[config.mk]
export PLATFORM = sky130hd
export DESIGN_NAME = tx_dma_ctrl_top
export DESIGN_NICKNAME = d
export VERILOG_FILES = /design/src/design/pcie_trn_pkg.sv /design/src/design/huge_page_pkg.sv /design/src/design/tx_huge_pages_addr.sv /design/src/design/tx_page_drain.sv /design/src/design/tx_dma_ctrl_top.sv
export SDC_FILE = /design/constraint.sdc
export NUM_CORES = 1
export LEC_CHECK = 0
export ABC_AREA = 1
export BUFFER_PORTS_ARGS = -buffer_cell sky130_fd_sc_hd__clkbuf_2
export CORE_UTILIZATION = 45
export DETAILED_ROUTE_END_ITERATION = 8
export PLACE_DENSITY = 0.66
export SLEW_MARGIN = 30
export SYNTH_ARGS = -nofsm -noshare
export SYNTH_HDL_FRONTEND = slang
export SYNTH_SLANG_ARGS = --single-unit
[constraint.sdc]
create_clock -name trn_clk -period 7.9 [get_ports trn_clk]
set_input_delay 1.185 -clock trn_clk [delete_from_list [all_inputs] [get_ports trn_clk]]
set_output_delay 1.185 -clock trn_clk [all_outputs]
set_load 0.05 [all_outputs]
[src/design/pcie_trn_pkg.sv]
`default_nettype none

package pcie_trn_pkg;

    ////////////////////////////////////////
    // TRN receive stream, one beat per clock
    ////////////////////////////////////////
    typedef struct packed {
        logic [63:0] rd;                 // DW0 in the upper half
        logic [7:0]  rrem_n;             // byte remainder, active low
        logic        rsof_n;             // start of frame
        logic        reof_n;             // end of frame
        logic        rsrc_rdy_n;         // source has a beat
        logic        rsrc_dsc_n;         // source discontinue
        logic [6:0]  rbar_hit_n;         // one bit per BAR, active low
    } trn_rx_t;

    ////////////////////////////////////////
    // TLP header, first beat of a request
    ////////////////////////////////////////
    typedef struct packed {
        logic        rsvd0;              // DW0 bit 31
        logic [6:0]  fmt_type;           // fmt and type merged
        logic        rsvd1;
        logic [2:0]  tc;                 // traffic class
        logic [3:0]  rsvd2;
        logic        td;                 // digest present
        logic        ep;                 // poisoned
        logic [1:0]  attr;               // ordering and snoop
        logic [1:0]  rsvd3;
        logic [9:0]  length;             // payload in dwords
        logic [15:0] requester_id;       // DW1 starts here
        logic [7:0]  tag;
        logic [3:0]  last_be;
        logic [3:0]  first_be;
    } tlp_hdr_t;

    // second beat of a 3DW request, address then data
    typedef struct packed {
        logic [31:0] addr_dw;            // DW2, dword address
        logic [31:0] data_dw;            // DW3, first payload dword
    } tlp_addr_data_t;

    // same 64 bits seen as header or as addr plus data
    typedef union packed {
        tlp_hdr_t       hdr;
        tlp_addr_data_t addr_data;
    } tlp_beat_u;

    ////////////////////////////////////////
    // request codes and BAR mapping
    ////////////////////////////////////////
    localparam logic [6:0] MEM_WR32_FMT_TYPE = 7'b10_00000;  // 3DW with data

    localparam int unsigned BAR_HUGE_PAGES = 2;  // host driver regs live in BAR2

endpackage

`default_nettype wire

[src/design/huge_page_pkg.sv]
`default_nettype none

package huge_page_pkg;

    ////////////////////////////////////////
    // BAR2 register map, dword offsets
    ////////////////////////////////////////
    localparam logic [5:0] REG_PAGE1_ADDR   = 6'b100000;  // 0x80
    localparam logic [5:0] REG_PAGE2_ADDR   = 6'b100010;  // 0x88
    localparam logic [5:0] REG_PAGE1_UNLOCK = 6'b101000;  // 0xa0
    localparam logic [5:0] REG_PAGE2_UNLOCK = 6'b101001;  // 0xa4
    localparam logic [5:0] REG_COMPL_ADDR   = 6'b101100;  // 0xb0

    // one huge page as seen by the drain side
    typedef struct packed {
        logic [63:0] addr;               // host base address
        logic [31:0] qwords;             // page size in qwords
        logic        ready;              // handed over by the driver
    } page_desc_t;

    localparam int unsigned NUM_PAGES   = 2;  // ping-pong pair
    localparam int unsigned QWORD_BYTES = 8;  // addr step per qword
    localparam int unsigned DW_BYTES    = 4;
    localparam int unsigned BYTE_W      = 8;

    // parser states, one-hot
    localparam int unsigned         PARSE_ST_W = 5;
    localparam logic [PARSE_ST_W-1:0] ST_IDLE  = 5'b00001;
    localparam logic [PARSE_ST_W-1:0] ST_SEL   = 5'b00010;
    localparam logic [PARSE_ST_W-1:0] ST_ADDR1 = 5'b00100;
    localparam logic [PARSE_ST_W-1:0] ST_ADDR2 = 5'b01000;
    localparam logic [PARSE_ST_W-1:0] ST_COMPL = 5'b10000;

    // host payloads are little endian per dword
    function automatic logic [31:0] bswap32(input logic [31:0] dw);
        logic [31:0] sw;
        for (int i = 0; i < DW_BYTES; i++) begin
            sw[i*BYTE_W +: BYTE_W] = dw[(DW_BYTES-1-i)*BYTE_W +: BYTE_W];
        end
        return sw;
    endfunction

endpackage

`default_nettype wire

[src/design/tx_huge_pages_addr.sv]
`default_nettype none
`timescale 1ns/1ps

module tx_huge_pages_addr (
    input  wire                         trn_clk,
    input  wire                         reset_n,
    input  wire pcie_trn_pkg::trn_rx_t  trn_rx,
    input  wire                         trn_rdst_rdy_n,
    input  wire                         free1,
    input  wire                         free2,
    output huge_page_pkg::page_desc_t   page1,
    output huge_page_pkg::page_desc_t   page2,
    output logic [63:0]                 completed_buffer_address
);

    import pcie_trn_pkg::*;
    import huge_page_pkg::*;

    tlp_beat_u                   beat;          // current rd, two views
    logic                        beat_ok;       // beat accepted this cycle
    logic                        wr_start;      // sof of a BAR2 32-bit write
    logic [5:0]                  reg_off;       // addr bits 7:2
    logic [63:0]                 beat_qword;    // swapped low dw plus high dw
    logic [PARSE_ST_W-1:0]       state;
    logic [31:0]                 aux_dw;        // first payload dword
    logic [NUM_PAGES-1:0]        unlock;        // one-cycle unlock pulses
    logic [NUM_PAGES-1:0]        free_vec;
    logic [NUM_PAGES-1:0]        page_ready;
    logic [NUM_PAGES-1:0][31:0]  page_qwords;
    logic [NUM_PAGES-1:0][63:0]  page_addr;

    assign beat     = trn_rx.rd;
    assign beat_ok  = !trn_rx.rsrc_rdy_n && !trn_rdst_rdy_n;
    assign reg_off  = beat.addr_data.addr_dw[7:2];
    assign free_vec = {free2, free1};

    assign wr_start = beat_ok && !trn_rx.rsof_n
                   && !trn_rx.rbar_hit_n[BAR_HUGE_PAGES]
                   && (beat.hdr.fmt_type == MEM_WR32_FMT_TYPE);

    // upper payload dw sits in the high half of the third beat
    assign beat_qword = {bswap32(beat.addr_data.addr_dw), bswap32(aux_dw)};

    ////////////////////////////////////////
    // request parser
    ////////////////////////////////////////
    always_ff @(posedge trn_clk or negedge reset_n) begin
        if (!reset_n) begin
            state                    <= ST_IDLE;
            unlock                   <= '0;
            page_addr                <= '0;
            completed_buffer_address <= '0;
        end else begin
            unlock <= '0;                                   // pulse only
            case (state)
                ST_IDLE: begin
                    if (wr_start) begin
                        state <= ST_SEL;                    // wait for addr beat
                    end
                end
                ST_SEL: begin
                    if (beat_ok) begin
                        case (reg_off)
                            REG_PAGE1_ADDR:   state <= ST_ADDR1;
                            REG_PAGE2_ADDR:   state <= ST_ADDR2;
                            REG_PAGE1_UNLOCK: begin
                                unlock[0] <= 1'b1;          // size is in aux_dw
                                state     <= ST_IDLE;
                            end
                            REG_PAGE2_UNLOCK: begin
                                unlock[1] <= 1'b1;
                                state     <= ST_IDLE;
                            end
                            REG_COMPL_ADDR:   state <= ST_COMPL;
                            default:          state <= ST_IDLE;  // not ours
                        endcase
                    end
                end
                ST_ADDR1: begin
                    if (beat_ok) begin
                        page_addr[0] <= beat_qword;
                        state        <= ST_IDLE;
                    end
                end
                ST_ADDR2: begin
                    if (beat_ok) begin
                        page_addr[1] <= beat_qword;
                        state        <= ST_IDLE;
                    end
                end
                ST_COMPL: begin
                    if (beat_ok) begin
                        completed_buffer_address <= beat_qword;
                        state                    <= ST_IDLE;
                    end
                end
                default: state <= ST_IDLE;                  // illegal code
            endcase
        end
    end

    // low payload dword, held until the next beat or the unlock
    always_ff @(posedge trn_clk) begin
        if ((state == ST_SEL) && beat_ok) begin
            aux_dw <= beat.addr_data.data_dw;
        end
    end

    ////////////////////////////////////////
    // page status
    ////////////////////////////////////////
    always_ff @(posedge trn_clk or negedge reset_n) begin
        if (!reset_n) begin
            page_ready  <= '0;
            page_qwords <= '0;
        end else begin
            for (int p = 0; p < NUM_PAGES; p++) begin
                if (unlock[p]) begin                        // wins over free
                    page_ready[p]  <= 1'b1;
                    page_qwords[p] <= bswap32(aux_dw);
                end else if (free_vec[p]) begin
                    page_ready[p]  <= 1'b0;                 // drain is done
                end
            end
        end
    end

    assign page1 = '{addr: page_addr[0], qwords: page_qwords[0], ready: page_ready[0]};
    assign page2 = '{addr: page_addr[1], qwords: page_qwords[1], ready: page_ready[1]};

endmodule

`default_nettype wire

[src/design/tx_page_drain.sv]
`default_nettype none
`timescale 1ns/1ps

module tx_page_drain (
    input  wire                         trn_clk,
    input  wire                         reset_n,
    input  wire huge_page_pkg::page_desc_t page1,
    input  wire huge_page_pkg::page_desc_t page2,
    input  wire                         tx_ready,
    output logic                        tx_qword_valid,
    output logic [63:0]                 tx_qword_addr,
    output logic                        free1,
    output logic                        free2
);

    import huge_page_pkg::*;

    logic        sel;            // 0 page1, 1 page2
    page_desc_t  cur_page;       // page under the selector
    logic [31:0] qw_left;        // qwords still to send
    logic        start;          // selected page picked up
    logic        empty_page;     // ready page with no qwords
    logic        xfer;           // valid and ready
    logic        last_xfer;      // final qword of the page
    logic        page_done;      // free the selected page

    assign cur_page   = sel ? page2 : page1;
    assign start      = !tx_qword_valid && cur_page.ready;
    assign empty_page = (cur_page.qwords == 32'd0);
    assign xfer       = tx_qword_valid && tx_ready;
    assign last_xfer  = xfer && (qw_left == 32'd1);
    assign page_done  = (start && empty_page) || last_xfer;

    ////////////////////////////////////////
    // ping-pong selector and free pulses
    ////////////////////////////////////////
    always_ff @(posedge trn_clk or negedge reset_n) begin
        if (!reset_n) begin
            sel   <= 1'b0;                       // page1 goes first
            free1 <= 1'b0;
            free2 <= 1'b0;
        end else begin
            free1 <= page_done && !sel;
            free2 <= page_done && sel;
            if (page_done) begin
                sel <= !sel;                     // strict alternation
            end
        end
    end

    ////////////////////////////////////////
    // qword address stream
    ////////////////////////////////////////
    always_ff @(posedge trn_clk or negedge reset_n) begin
        if (!reset_n) begin
            tx_qword_valid <= 1'b0;
            tx_qword_addr  <= '0;
            qw_left        <= '0;
        end else begin
            if (start) begin
                tx_qword_addr  <= cur_page.addr;          // page base
                qw_left        <= cur_page.qwords;
                tx_qword_valid <= !empty_page;            // empty freed at once
            end else if (xfer) begin
                if (last_xfer) begin
                    tx_qword_valid <= 1'b0;
                end else begin
                    qw_left       <= qw_left - 32'd1;
                    tx_qword_addr <= tx_qword_addr + 64'(QWORD_BYTES);
                end
            end
        end
    end

endmodule

`default_nettype wire

[src/design/tx_dma_ctrl_top.sv]
`default_nettype none
`timescale 1ns/1ps

module tx_dma_ctrl_top (
    input  wire                         trn_clk,
    input  wire                         reset_n,
    input  wire pcie_trn_pkg::trn_rx_t  trn_rx,
    input  wire                         trn_rdst_rdy_n,
    input  wire                         tx_ready,
    output wire                         tx_qword_valid,
    output wire [63:0]                  tx_qword_addr,
    output wire                         page1_status,
    output wire                         page2_status,
    output wire [63:0]                  page1_addr,
    output wire [63:0]                  page2_addr,
    output wire [63:0]                  completed_buffer_address
);

    import huge_page_pkg::*;

    page_desc_t page1;           // parser to drain
    page_desc_t page2;
    logic       free1;           // drain back to parser
    logic       free2;

    tx_huge_pages_addr u_parser (
        .trn_clk                  (trn_clk),
        .reset_n                  (reset_n),
        .trn_rx                   (trn_rx),
        .trn_rdst_rdy_n           (trn_rdst_rdy_n),
        .free1                    (free1),
        .free2                    (free2),
        .page1                    (page1),
        .page2                    (page2),
        .completed_buffer_address (completed_buffer_address)
    );

    tx_page_drain u_drain (
        .trn_clk        (trn_clk),
        .reset_n        (reset_n),
        .page1          (page1),
        .page2          (page2),
        .tx_ready       (tx_ready),
        .tx_qword_valid (tx_qword_valid),
        .tx_qword_addr  (tx_qword_addr),
        .free1          (free1),
        .free2          (free2)
    );

    assign page1_status = page1.ready;
    assign page2_status = page2.ready;
    assign page1_addr   = page1.addr;
    assign page2_addr   = page2.addr;

endmodule

`default_nettype wire

==> metrics.md, run 1 <==
| Metric | Value |
|---|---|
| Worst skew pair latency | `580 ps` |
| Final Skew | `14.6 ps` |
| DRC | `0` |
| Share of layout cells above drive strength 1 | `15.8%` |
| Top cell type by total area after synthesis | `dfrtp_1` |
| Worst vdd ir | `0.228 mV` |
| Netlist Area Pre-Place | `20200 um2` |
| Yosys warns | `0` |
| Reg area | `10100 um2` |
| CP Launch Type | `flip-flop` |
| HP Class | `reg -> reg` |
| Worst path top cell family by delay | `buffers and inverters` |
| Final Hold Viols | `0` |
| 1st-pass router iterations | `6` |
| Critical Path AT | `5030 ps` |
| Final setup fails | `0` |
| Initial antenna violation count | `2` |
| Critical path destination | `u_drain.tx_qword_addr[32]` |
| Clock root cell | `clkbuf_16` |
| Most frequent cell on the critical path | `buf_4` |
| CTS tree | `built` |
| H-tree Lvls | `2` |
| Clock Sinks | `397` |
| Worst path slowest cell | `buf_4` |
| Dpl hpwl | `47.1 mm` |
| Hold Buf Count CTS | `0` |
| GRT Resource Usage Total | `28.7%` |
| Maxcap violations | `0` |
| Buf/Inv on CP | `5` |
| GRT overflow | `0` |
| Reg2reg start | `u_drain.sel` |
| Initial core utilization | `45.7%` |
| Port bufs | `329` |
| Die area | `45700 um2` |
| Fin cells | `3417` |
| # nets final | `2881` |
| Maximum clock rate | `221 MHz` |
| FF-to-FF setup slack | `3380 ps` |
| Area Growth Syn to Fin | `13.3%` |
| Setup TNS | `0 ps` |
| Ant diodes | `0` |
| RSZ-0062 raised after global routing | `no` |
| Crit path max fanout | `62` |
| Avg Inst Size Synth | `7.63 um2` |
| Crit Path Class | `reg -> reg` |
| Hold_ws | `445 ps` |
| Critical Path End Type | `flip-flop` |
| Final Instance Area | `22900 um2` |
| R2R Path End | `u_drain.tx_qword_addr[32]` |
| Post-Syn Nets | `2736` |
| Largest net degree at the start of global routing | `171` |
| Multi-input gate area | `7930 um2` |
| Final period util | `57.2%` |
| Yosys top cell area share | `45.1%` |
| Placed insts | `3336` |
| Crit path required time | `8410 ps` |
| Seq/Total Area, Yosys | `50.0%` |
| Core area | `44200 um2` |
| Tmin final | `4520 ps` |
| Die Height | `214 um` |
| Initial DRC Count | `1598` |
| Post-Synthesis Cells | `2646` |
| Seq cells post-synth | `397` |
| CP max stage delay | `700 ps` |
| RePlAce Congestion | `0.994` |
| Number of global-route vias before repair | `16800` |
| Area contributors post-synth | `dfrtp_1 (45%), nand2_1 (15%), o21ai_0 (9.3%), nor2_1 (5.6%), buf_4 (5.0%)` |
| Drt total wl | `65.6 mm` |
| Crit-path cells | `inv_2, buf_4, a21oi_1, o21ai_4, buf_4, inv_2, buf_4, or2_2, o21ai_1, nand2_1, nand2_1` |
| Library cells used by synthesis | `38` |
| Worst reg2reg path depth | `11` |
| Worst setup startpoint | `u_drain.sel` |
| Antenna-violating nets left | `0` |
| WP depth | `11` |
| Status | `finished, final reports clean` |
| Avg WL per Cell | `19.2 um` |
| Boundary Pins | `346` |
| Clk buf depth | `3` |
| First-pass GRT wire length | `99.0 mm` |
| Die width | `214 um` |
| TritonCTS Buffers | `43` |
| Slew Viols, Final | `0` |
| Via Count | `18100` |
| Area after DPL | `21300 um2` |
| Gates resized, CTS repair | `0` |
| Leakage power | `11.3 nW` |
| Final core occ | `51.8%` |
| Vias per inst | `5.28` |
| Post-CTS Setup Inserts | `0` |
| Slew at the pin closest to its max-slew limit | `925 ps` |
| Max_slew headroom | `38.3%` |
| Pwr Density | `320 nW/um2` |
| Fill count | `4251` |
| CTS clock-pin slew for the worst setup and hold paths | `60 ps` |
| Row Count | `77` |
final cells by class:
cell class              instances  share of cell area (%)
flip-flops and latches        397                    44.1
multi-input cells            1810                    34.7
repair buffers                346                    8.13
clock buffers                  56                    5.09
well taps                     592                    3.24
inverters                     193                    3.16
clock inverters                23                    1.59
cells by family (layout without fill, tap and decap cells):
group | count (synthesis) | count (layout) | synth area share [%]
buffers and inverters | 439 | 618 | 10.9
muxes | 1 | 1 | 0.0496
xor gates and xnor gates | 22 | 22 | 0.954
DFF | 397 | 397 | 50.0
adders and majority gates | 3 | 3 | 0.186
and+or+nand+nor | 1272 | 1272 | 25.0
AOI/OAI and AO/OA | 512 | 512 | 12.9
per-stage QoR:
step                      setup slack (ps)  power, mW
after floorplan                       4540       4.39
after global placement                3430       5.11
after detailed placement              3440       5.14
after CTS                             3420       7.34
after global routing                  3140       7.75
final                                 3380       7.33
synth_stat cells, drive strengths merged:
cell,count
a21o,1
nor2,310
nor3,14
inv,193
buf,162
edfxtp,32
nand4,30
nand3b,1
xnor2,11
mux2i,1
a21oi,98
o21ai,397
a31oi,5
dfrtp,364
or2,11
clkbuf,84
o211ai,5
dfstp,1
xor2,11
o22ai,2
nand3,83
o21bai,1
nor4,3
ha,3
o31ai,3
nand2,820
report_power, final:
part           switching, mW  internal, mW  total, mW
clock network          0.863          1.34       2.20
logic                   1.85         0.654       2.51
registers              0.343          2.28       2.63
total                   3.06          4.28       7.33
worst min path at each step:
stage | depth (start not counted) | slack (ps) | start | end
floorplan | 1 | 410 | u_drain.free2 | u_parser.page_ready[1]
global placement | 1 | 420 | u_drain.free2 | u_parser.page_ready[1]
detailed placement | 1 | 440 | u_drain.free2 | u_parser.page_ready[1]
CTS | 1 | 450 | u_drain.free2 | u_parser.page_ready[1]
global route | 1 | 460 | u_drain.free2 | u_parser.page_ready[1]
finish | 1 | 450 | u_drain.free2 | u_parser.page_ready[1]
metal layers:
layer | global-route usage (%) | part of all wire (%) | vias up
li1 | - | - | 8633
met1 | 41.2 | 45 | 8641
met2 | 42.6 | 44 | 657
met3 | 6.49 | 8.3 | 118
met4 | 9.38 | 3.0 | 2
met5 | 0 | 0.011 | -
layout by cell type (no fill, tap or decap), drive strengths merged, types with 14 or more instances in the layout:
cell type / instances
clkbuf: 384
dfrtp: 364
o21ai: 397
nand2: 820
edfxtp: 32
inv: 193
nor2: 310
buf: 18
nand4: 30
nor3: 14
nand3: 83
a21oi: 98
clkinv: 14
state kept, by name (all words and copies together), names as in the netlist, 2 cells and up:
name and flops:
u_parser.page2 96, u_parser.completed_buffer_address 64, u_parser.unlock 2, u_parser.page_ready 2
u_parser.aux_dw 32, u_parser.state 5, u_parser.page1 96, u_drain.tx_qword_addr 64
u_drain.qw_left 32
No activity file was read; power rests on OpenSTA's default activity.
==> run 2: changes to the inputs <==
==> constraint.sdc (replaced) <==
create_clock -name trn_clk -period 4.65 [get_ports trn_clk]
set_input_delay 0.6975 -clock trn_clk [delete_from_list [all_inputs] [get_ports trn_clk]]
set_output_delay 0.6975 -clock trn_clk [all_outputs]
set_load 0.05 [all_outputs]
==> run 2 against run 1 <==
Net effect:
- sequential power up 70%
- critical path depth down 3
- core utilization down 0.18 points
- routed wire length up 1.7%
- via count up 0.87%
- flip-flop and latch count unchanged
- hold slack worse by 380 ps
- maximum frequency up 67%
- critical endpoint is now u_drain.tx_qword_addr[51]
- largest power group unchanged
==> metrics.md, run 2 (synthesis gave the netlist of run 1 again) <==
| Metric | Value |
|---|---|
| Worst reg2reg path depth | `8` |
| TritonCTS Buffers | `43` |
| HP Class | `in -> async` |
| Grt met1 use | `43.1%` |
| Internal | `7.01 mW` |
| Initial DRC Count | `1681` |
| Slew Viols, Final | `0` |
| Via Count | `18200` |
| Final Skew | `14.3 ps` |
| Setup TNS | `0 ps` |
| H-tree Lvls | `2` |
| Pwr Density | `537 nW/um2` |
| Clock root cell | `clkbuf_16` |
| RePlAce Congestion | `0.982` |
| Final Hold Viols | `0` |
| Hold Buf Count CTS | `0` |
| DRC | `0` |
| WP depth | `8` |
| Worst vdd ir | `0.328 mV` |
| CTS clock-pin slew for the worst setup and hold paths | `60 ps` |
| Tmin final | `2700 ps` |
| Flop pwr share | `36.4%` |
| Global routing's busiest layer | `met1` |
| Row Count | `77` |
| Dpl hpwl | `48.4 mm` |
| Sw frac | `42.8%` |
| Antenna-violating nets left | `0` |
| Die area | `45700 um2` |
| Critical Path End Type | `flip-flop` |
| Number of global-route vias before repair | `16700` |
| Initial antenna violation count | `3` |
| Largest net degree at the start of global routing | `126` |
| Buf/Inv on CP | `2` |
| 1st-pass router iterations | `8` |
| Gate power share | `35.5%` |
| Clock Sinks | `397` |
| Reg2reg start | `u_drain.sel` |
| Total net switching power | `5.25 mW` |
| Final period util | `58.1%` |
| Total chip power | `12.3 mW` |
| FF-to-FF setup slack | `1950 ps` |
| Critical Path AT | `3190 ps` |
| Most frequent cells in the layout | `nand2_1 (818), o21ai_0 (374), dfrtp_1 (362)` |
| Vias per inst | `5.32` |
| Max_slew headroom | `37.9%` |
| Final setup fails | `0` |
| Core area | `44200 um2` |
| Share of layout cells above drive strength 1 | `15.9%` |
| Worst setup startpoint | `u_drain.sel` |
| GRT Resource Usage Total | `29.1%` |
| Leakage power | `11.2 nW` |
| Worst path slowest cell | `buf_4` |
| Power share of the clock group | `28.1%` |
| # nets final | `2886` |
| CP max stage delay | `720 ps` |
| Status | `finished, final reports clean` |
| Maximum clock rate | `370 MHz` |
| Clk buf depth | `3` |
| Die width | `214 um` |
| CP Launch Type | `flip-flop` |
| Boundary Pins | `346` |
| Ant diodes | `0` |
| Area Growth Syn to Fin | `12.9%` |
| CTS tree | `built` |
| Drt total wl | `66.8 mm` |
| Avg WL per Cell | `19.5 um` |
| RSZ-0062 raised after global routing | `no` |
| Slew at the pin closest to its max-slew limit | `932 ps` |
| Crit path required time | `5140 ps` |
| GRT overflow | `0` |
| Die Height | `214 um` |
| Worst skew pair latency | `570 ps` |
| Most common cell after layout, fill and taps aside | `nand2_1` |
| Gates resized, CTS repair | `0` |
| Met3 Use GR | `5.43%` |
| Crit-path cells | `inv_2, a21oi_1, o21ai_4, nand2_1, o21ai_4, buf_4, nor2_1, a21oi_1` |
| Initial core utilization | `45.7%` |
| Crit Path Class | `reg -> reg` |
| Maxcap violations | `0` |
| Post-CTS Setup Inserts | `0` |
| M2 GR Usage | `43.0%` |
| First-pass GRT wire length | `100 mm` |
| Crit path max fanout | `76` |
| Port bufs | `329` |
| Worst path top cell family by delay | `buffers and inverters` |
-- run 2: cell count changes in the layout (fill, tap and decap cells not counted), moves of 2 or more --
cell	change
clkbuf_8	+2
bufinv_16	-6
clkinv_2	-2
buf_12	+2
clkinvlp_4	+3
clkinv_1	-2
buf_4	+5
clkbuf_1	+3
-- run 2: cell type report --
| class | instances | area, um2 |
|---|---|---|
| multi-input cells | 1810 | 7940 |
| repair buffers | 351 | 1900 |
| clock inverters | 15 | 171 |
| well taps | 592 | 741 |
| fillers | 4317 | 21400 |
| inverters | 193 | 724 |
| clock buffers | 62 | 1230 |
| flip-flops and latches | 397 | 10100 |
-- run 2: worst paths after layout --
check	endpoint
worst min-delay path	u_drain.tx_qword_addr[49]
worst max register to register	u_drain.tx_qword_addr[51]
max in group asynchronous	u_drain.qw_left[2]
min in group trn_clk	u_parser.aux_dw[19]
worst max-delay path	u_drain.tx_qword_addr[51]
worst min register to register	u_parser.page_ready[0]
-- run 2: through the flow --
| step | utilization (%) | instances | cell area [um2] | hold slack, ps | worst slack, ps |
|---|---|---|---|---|---|
| 2_1_floorplan | - | 2646 | 20200 | 402 | 1770 |
| 3_3_place_gp | 48.3 | 3341 | 21300 | 412 | 1910 |
| 3_5_place_dp | 48.3 | 3342 | 21400 | 419 | 1840 |
| 4_1_cts | 51.5 | 3419 | 22800 | 240 | 1950 |
| 5_1_grt | 51.6 | 3420 | 22800 | 92.1 | 1720 |
| 6_report | 51.6 | 3420 | 22800 | 60.9 | 1950 |
-- run 2: power by group through the flow --
| stage | Clock (mW) | Sequential [mW] | Combinational (mW) |
|---|---|---|---|
| 6_report | 3.44 | 4.46 | 4.35 |
| 5_1_grt | 3.63 | 4.50 | 4.85 |
| 4_1_cts | 3.50 | 4.44 | 4.34 |
| 3_5_place_dp | 0 | 4.50 | 4.32 |
| 3_3_place_gp | 0 | 4.48 | 4.29 |
| 2_1_floorplan | 0 | 5.04 | 2.41 |
-- run 2: per-layer routing --
layer	up-vias	wire length, um
li1	8638	-
met5	-	19
met4	2	1820
met3	91	5070
met2	695	29300
met1	8782	30500
==> run 3: changes to the inputs <==
--- a/config.mk
+++ b/config.mk
@@ -5,11 +5,11 @@
 export SDC_FILE = /design/constraint.sdc
 export NUM_CORES = 1
 export LEC_CHECK = 0
-export ABC_AREA = 1
+export ABC_AREA = 0
 export BUFFER_PORTS_ARGS = -buffer_cell sky130_fd_sc_hd__clkbuf_2
 export CORE_UTILIZATION = 45
 export DETAILED_ROUTE_END_ITERATION = 8
-export PLACE_DENSITY = 0.66
+export PLACE_DENSITY = 0.67
 export SLEW_MARGIN = 30
 export SYNTH_ARGS = -nofsm -noshare
 export SYNTH_HDL_FRONTEND = slang
==> constraint.sdc (replaced) <==
create_clock -name trn_clk -period 2.7 [get_ports trn_clk]
set_input_delay 0.405 -clock trn_clk [delete_from_list [all_inputs] [get_ports trn_clk]]
set_output_delay 0.405 -clock trn_clk [all_outputs]
set_load 0.05 [all_outputs]
==> run 3 against run 2 <==
Net effect:
- design area up 1.6%
- clock power up 88%
- cell count down 26%
- non-clock buffer count up 91
- synthesized cell count down 36%
- register-to-register slack worse by 1800 ps
- first-iteration DRC count down 28%
- total power up 4.3%
- routed wire length down 16%
- via count down 19%
- largest cell class unchanged
- largest power group is now the clock network
- highest routed layer unchanged
==> metrics.md, run 3 <==
| Metric | Value |
|---|---|
| Status | `finished, final reports clean` |
| Post-synthesis mux area share | `19.4%` |
| Final core occ | `54.9%` |
| Final setup fails | `0` |
| Fin cells | `2531` |
| Worst skew pair latency | `570 ps` |
| GRT overflow | `0` |
| Maxcap violations | `0` |
| Seq cells post-synth | `397` |
| RSZ-0062 raised after global routing | `no` |
| Avg WL per Cell | `22.1 um` |
| Area Growth Syn to Fin | `19.2%` |
| Area after DPL | `21300 um2` |
| Cell with the most instances after synthesis | `dfrtp_1` |
| Largest family of logic cells by synthesized area | `multiplexers` |
| Largest net degree at the start of global routing | `113` |
| Clock root cell | `clkbuf_16` |
| Clock Sinks | `397` |
| Final WS setup | `152 ps` |
| Dpl hpwl | `40.0 mm` |
| Vias per inst | `5.84` |
| Maximum clock rate | `392 MHz` |
| Total chip power | `12.8 mW` |
| Synth top cells by count | `dfrtp_1 (364), mux2_2 (289), buf_4 (129)` |
| Crit Path Class | `reg -> reg` |
| GRT Resource Usage Total | `25.5%` |
| Tmin final | `2550 ps` |
| CTS tree | `built` |
| First-pass GRT wire length | `86.9 mm` |
| Synth Area in XOR/XNOR | `0.0901%` |
| Area contributors post-synth | `dfrtp_1 (47%), mux2_2 (17%), buf_4 (5.0%), edfxtp_1 (4.9%), mux2i_1 (2.6%)` |
| CP Launch Type | `flip-flop` |
| Ant diodes | `0` |
| Critical Path AT | `3000 ps` |
| TritonCTS Buffers | `44` |
| RePlAce Congestion | `0.939` |
| Post-CTS Setup Inserts | `0` |
| Critical path destination | `u_drain.qw_left[31]` |
| EDFF count, synth | `32` |
| Boundary Pins | `346` |
| Initial antenna violation count | `2` |
| Reg2reg start | `u_drain.qw_left[18]` |
| Max_slew headroom | `44.2%` |
| Yosys top cell area share | `46.9%` |
| Library cells used by synthesis | `71` |
| Post-Synthesis Cells | `1696` |
| Antenna-violating nets left | `0` |
| Seq/Total Area, Yosys | `51.9%` |
| Setup TNS | `0 ps` |
| Top FF cell, synth | `dfrtp_1` |
| Slew Viols, Final | `0` |
| Most frequent cells in the layout | `dfrtp_1 (363), clkbuf_2 (328), mux2_2 (289)` |
| Worst vdd ir | `0.531 mV` |
| Simple-gate share of the synthesized area | `11.2%` |
| Core area | `42200 um2` |
| Crit path max fanout | `5` |
| Leakage power | `11.5 nW` |
| Share of layout cells above drive strength 1 | `40.1%` |
| Die Height | `210 um` |
| Clk buf depth | `3` |
| Final period util | `94.4%` |
| Row Count | `75` |
| DRC | `0` |
| Post-Syn Nets | `1786` |
| FFs w/ async S/R, synth | `91.9%` |
| R2R Path End | `u_drain.qw_left[31]` |
| Initial DRC Count | `1211` |
| Initial core utilization | `46.0%` |
| Final Instance Area | `23200 um2` |
| Crit-path cells | `or4_4, or4_4, or3_4, nor2_4, nand3b_1, a32o_1` |
| Die area | `44000 um2` |
| Post-synthesis compound-gate area fraction | `10.1%` |
| Placed insts | `2419` |
| Drt total wl | `56.0 mm` |
| Worst path slowest cell | `or4_4` |
| 1st-pass router iterations | `5` |
| CP max stage delay | `590 ps` |
| Die width | `210 um` |
| Slew at the pin closest to its max-slew limit | `837 ps` |
| Worst reg2reg path depth | `6` |
| Avg Inst Size Synth | `11.5 um2` |
| FF-to-FF setup slack | `150 ps` |
| Via Count | `14800` |
| Most common cell after layout, fill and taps aside | `dfrtp_1` |
| Worst setup startpoint | `u_drain.qw_left[18]` |
| Pwr Density | `552 nW/um2` |
| Critical Path End Type | `flip-flop` |
| Dpl ws | `82.5 ps` |
| Final Skew | `16.5 ps` |
| Crit path required time | `3150 ps` |
| HP Class | `in -> reg` |
| Yosys warns | `0` |
| H-tree Lvls | `2` |
| Netlist Area Pre-Place | `19400 um2` |
| Most frequent cell on the critical path | `or4_4` |
| Number of global-route vias before repair | `14700` |
| Port bufs | `329` |
| Top cell type by total area after synthesis | `dfrtp_1` |
| Final Hold Viols | `0` |
| Synth Area in Adders | `0.193%` |
| # nets final | `2048` |
| Hold_ws | `30.7 ps` |
| CTS clock-pin slew for the worst setup and hold paths | `60 ps` |
run 3: changes by cell type after synthesis, moves of 24 or more:
cell     before  now
inv_1       188    9
nand2_1     820   96
mux2_2        0  289
mux2i_1       1   51
nand3_1      82   32
o21ai_0     374   77
nor2_1      302   72
nor4_1        3   27
run 3: logic make-up after synthesis:
| family | count (synthesis) |
|---|---|
| buf+inv | 236 |
| fa+ha+maj | 3 |
| flops | 397 |
| simple gates | 406 |
| mux | 340 |
| xor+xnor | 2 |
| compound gates | 312 |
run 3: worst min path at each step:
stage / start / end / slack (ps) / cells after the start
global placement: reset_n / u_parser.completed_buffer_address[61] / 350 / 1
global route: trn_rx[31] / u_parser.aux_dw[12] / 4 / 1
floorplan: reset_n / u_drain.free1 / 110 / 0
detailed placement: reset_n / u_parser.completed_buffer_address[63] / 350 / 1
finish: trn_rx[31] / u_parser.aux_dw[12] / 30 / 1
CTS: trn_rx[31] / u_parser.aux_dw[12] / 3 / 1
run 3: worst max-delay path: cells and delay by family, from the launching register on:
family / cells / cell delay [ps]
compound gates: 1 / 260
simple gates: 5 / 1760
flops: 1 / 400
run 3: layout make-up:
cell class / instances / area [um2]
multi-input combinational: 1064 / 8040
clock inverter: 15 / 265
inverter: 9 / 33.8
clock buffer: 65 / 1290
tap: 539 / 674
timing repair buffer: 442 / 2770
sequential: 397 / 10100
fill: 3642 / 19100
run 3: repair_timing:
action | 4_1_cts | 5_1_grt
endpoints found under the hold margin | 72 | 0
hold buffers | 31 | 0
resized for setup | 0 | 2
setup endpoints to repair | 0 | 10
run 3: layer usage:
| layer | share of wire (%) | track usage [%] | up-vias |
|---|---|---|---|
| met5 | 0.029 | 0 | - |
| met4 | 3.0 | 8.31 | 2 |
| met3 | 6.8 | 5.90 | 108 |
| met2 | 46 | 40.0 | 538 |
| met1 | 44 | 34.9 | 7490 |
| li1 | - | - | 6650 |
run 3: report_power, final:
part           total, mW  leakage (nW)  switching, mW  internal, mW
sequential          6.04          5.31         0.0107          6.03
clock               6.45         0.765           2.46          3.99
combinational      0.299          5.41          0.191         0.108
total               12.8          11.5           2.66          10.1
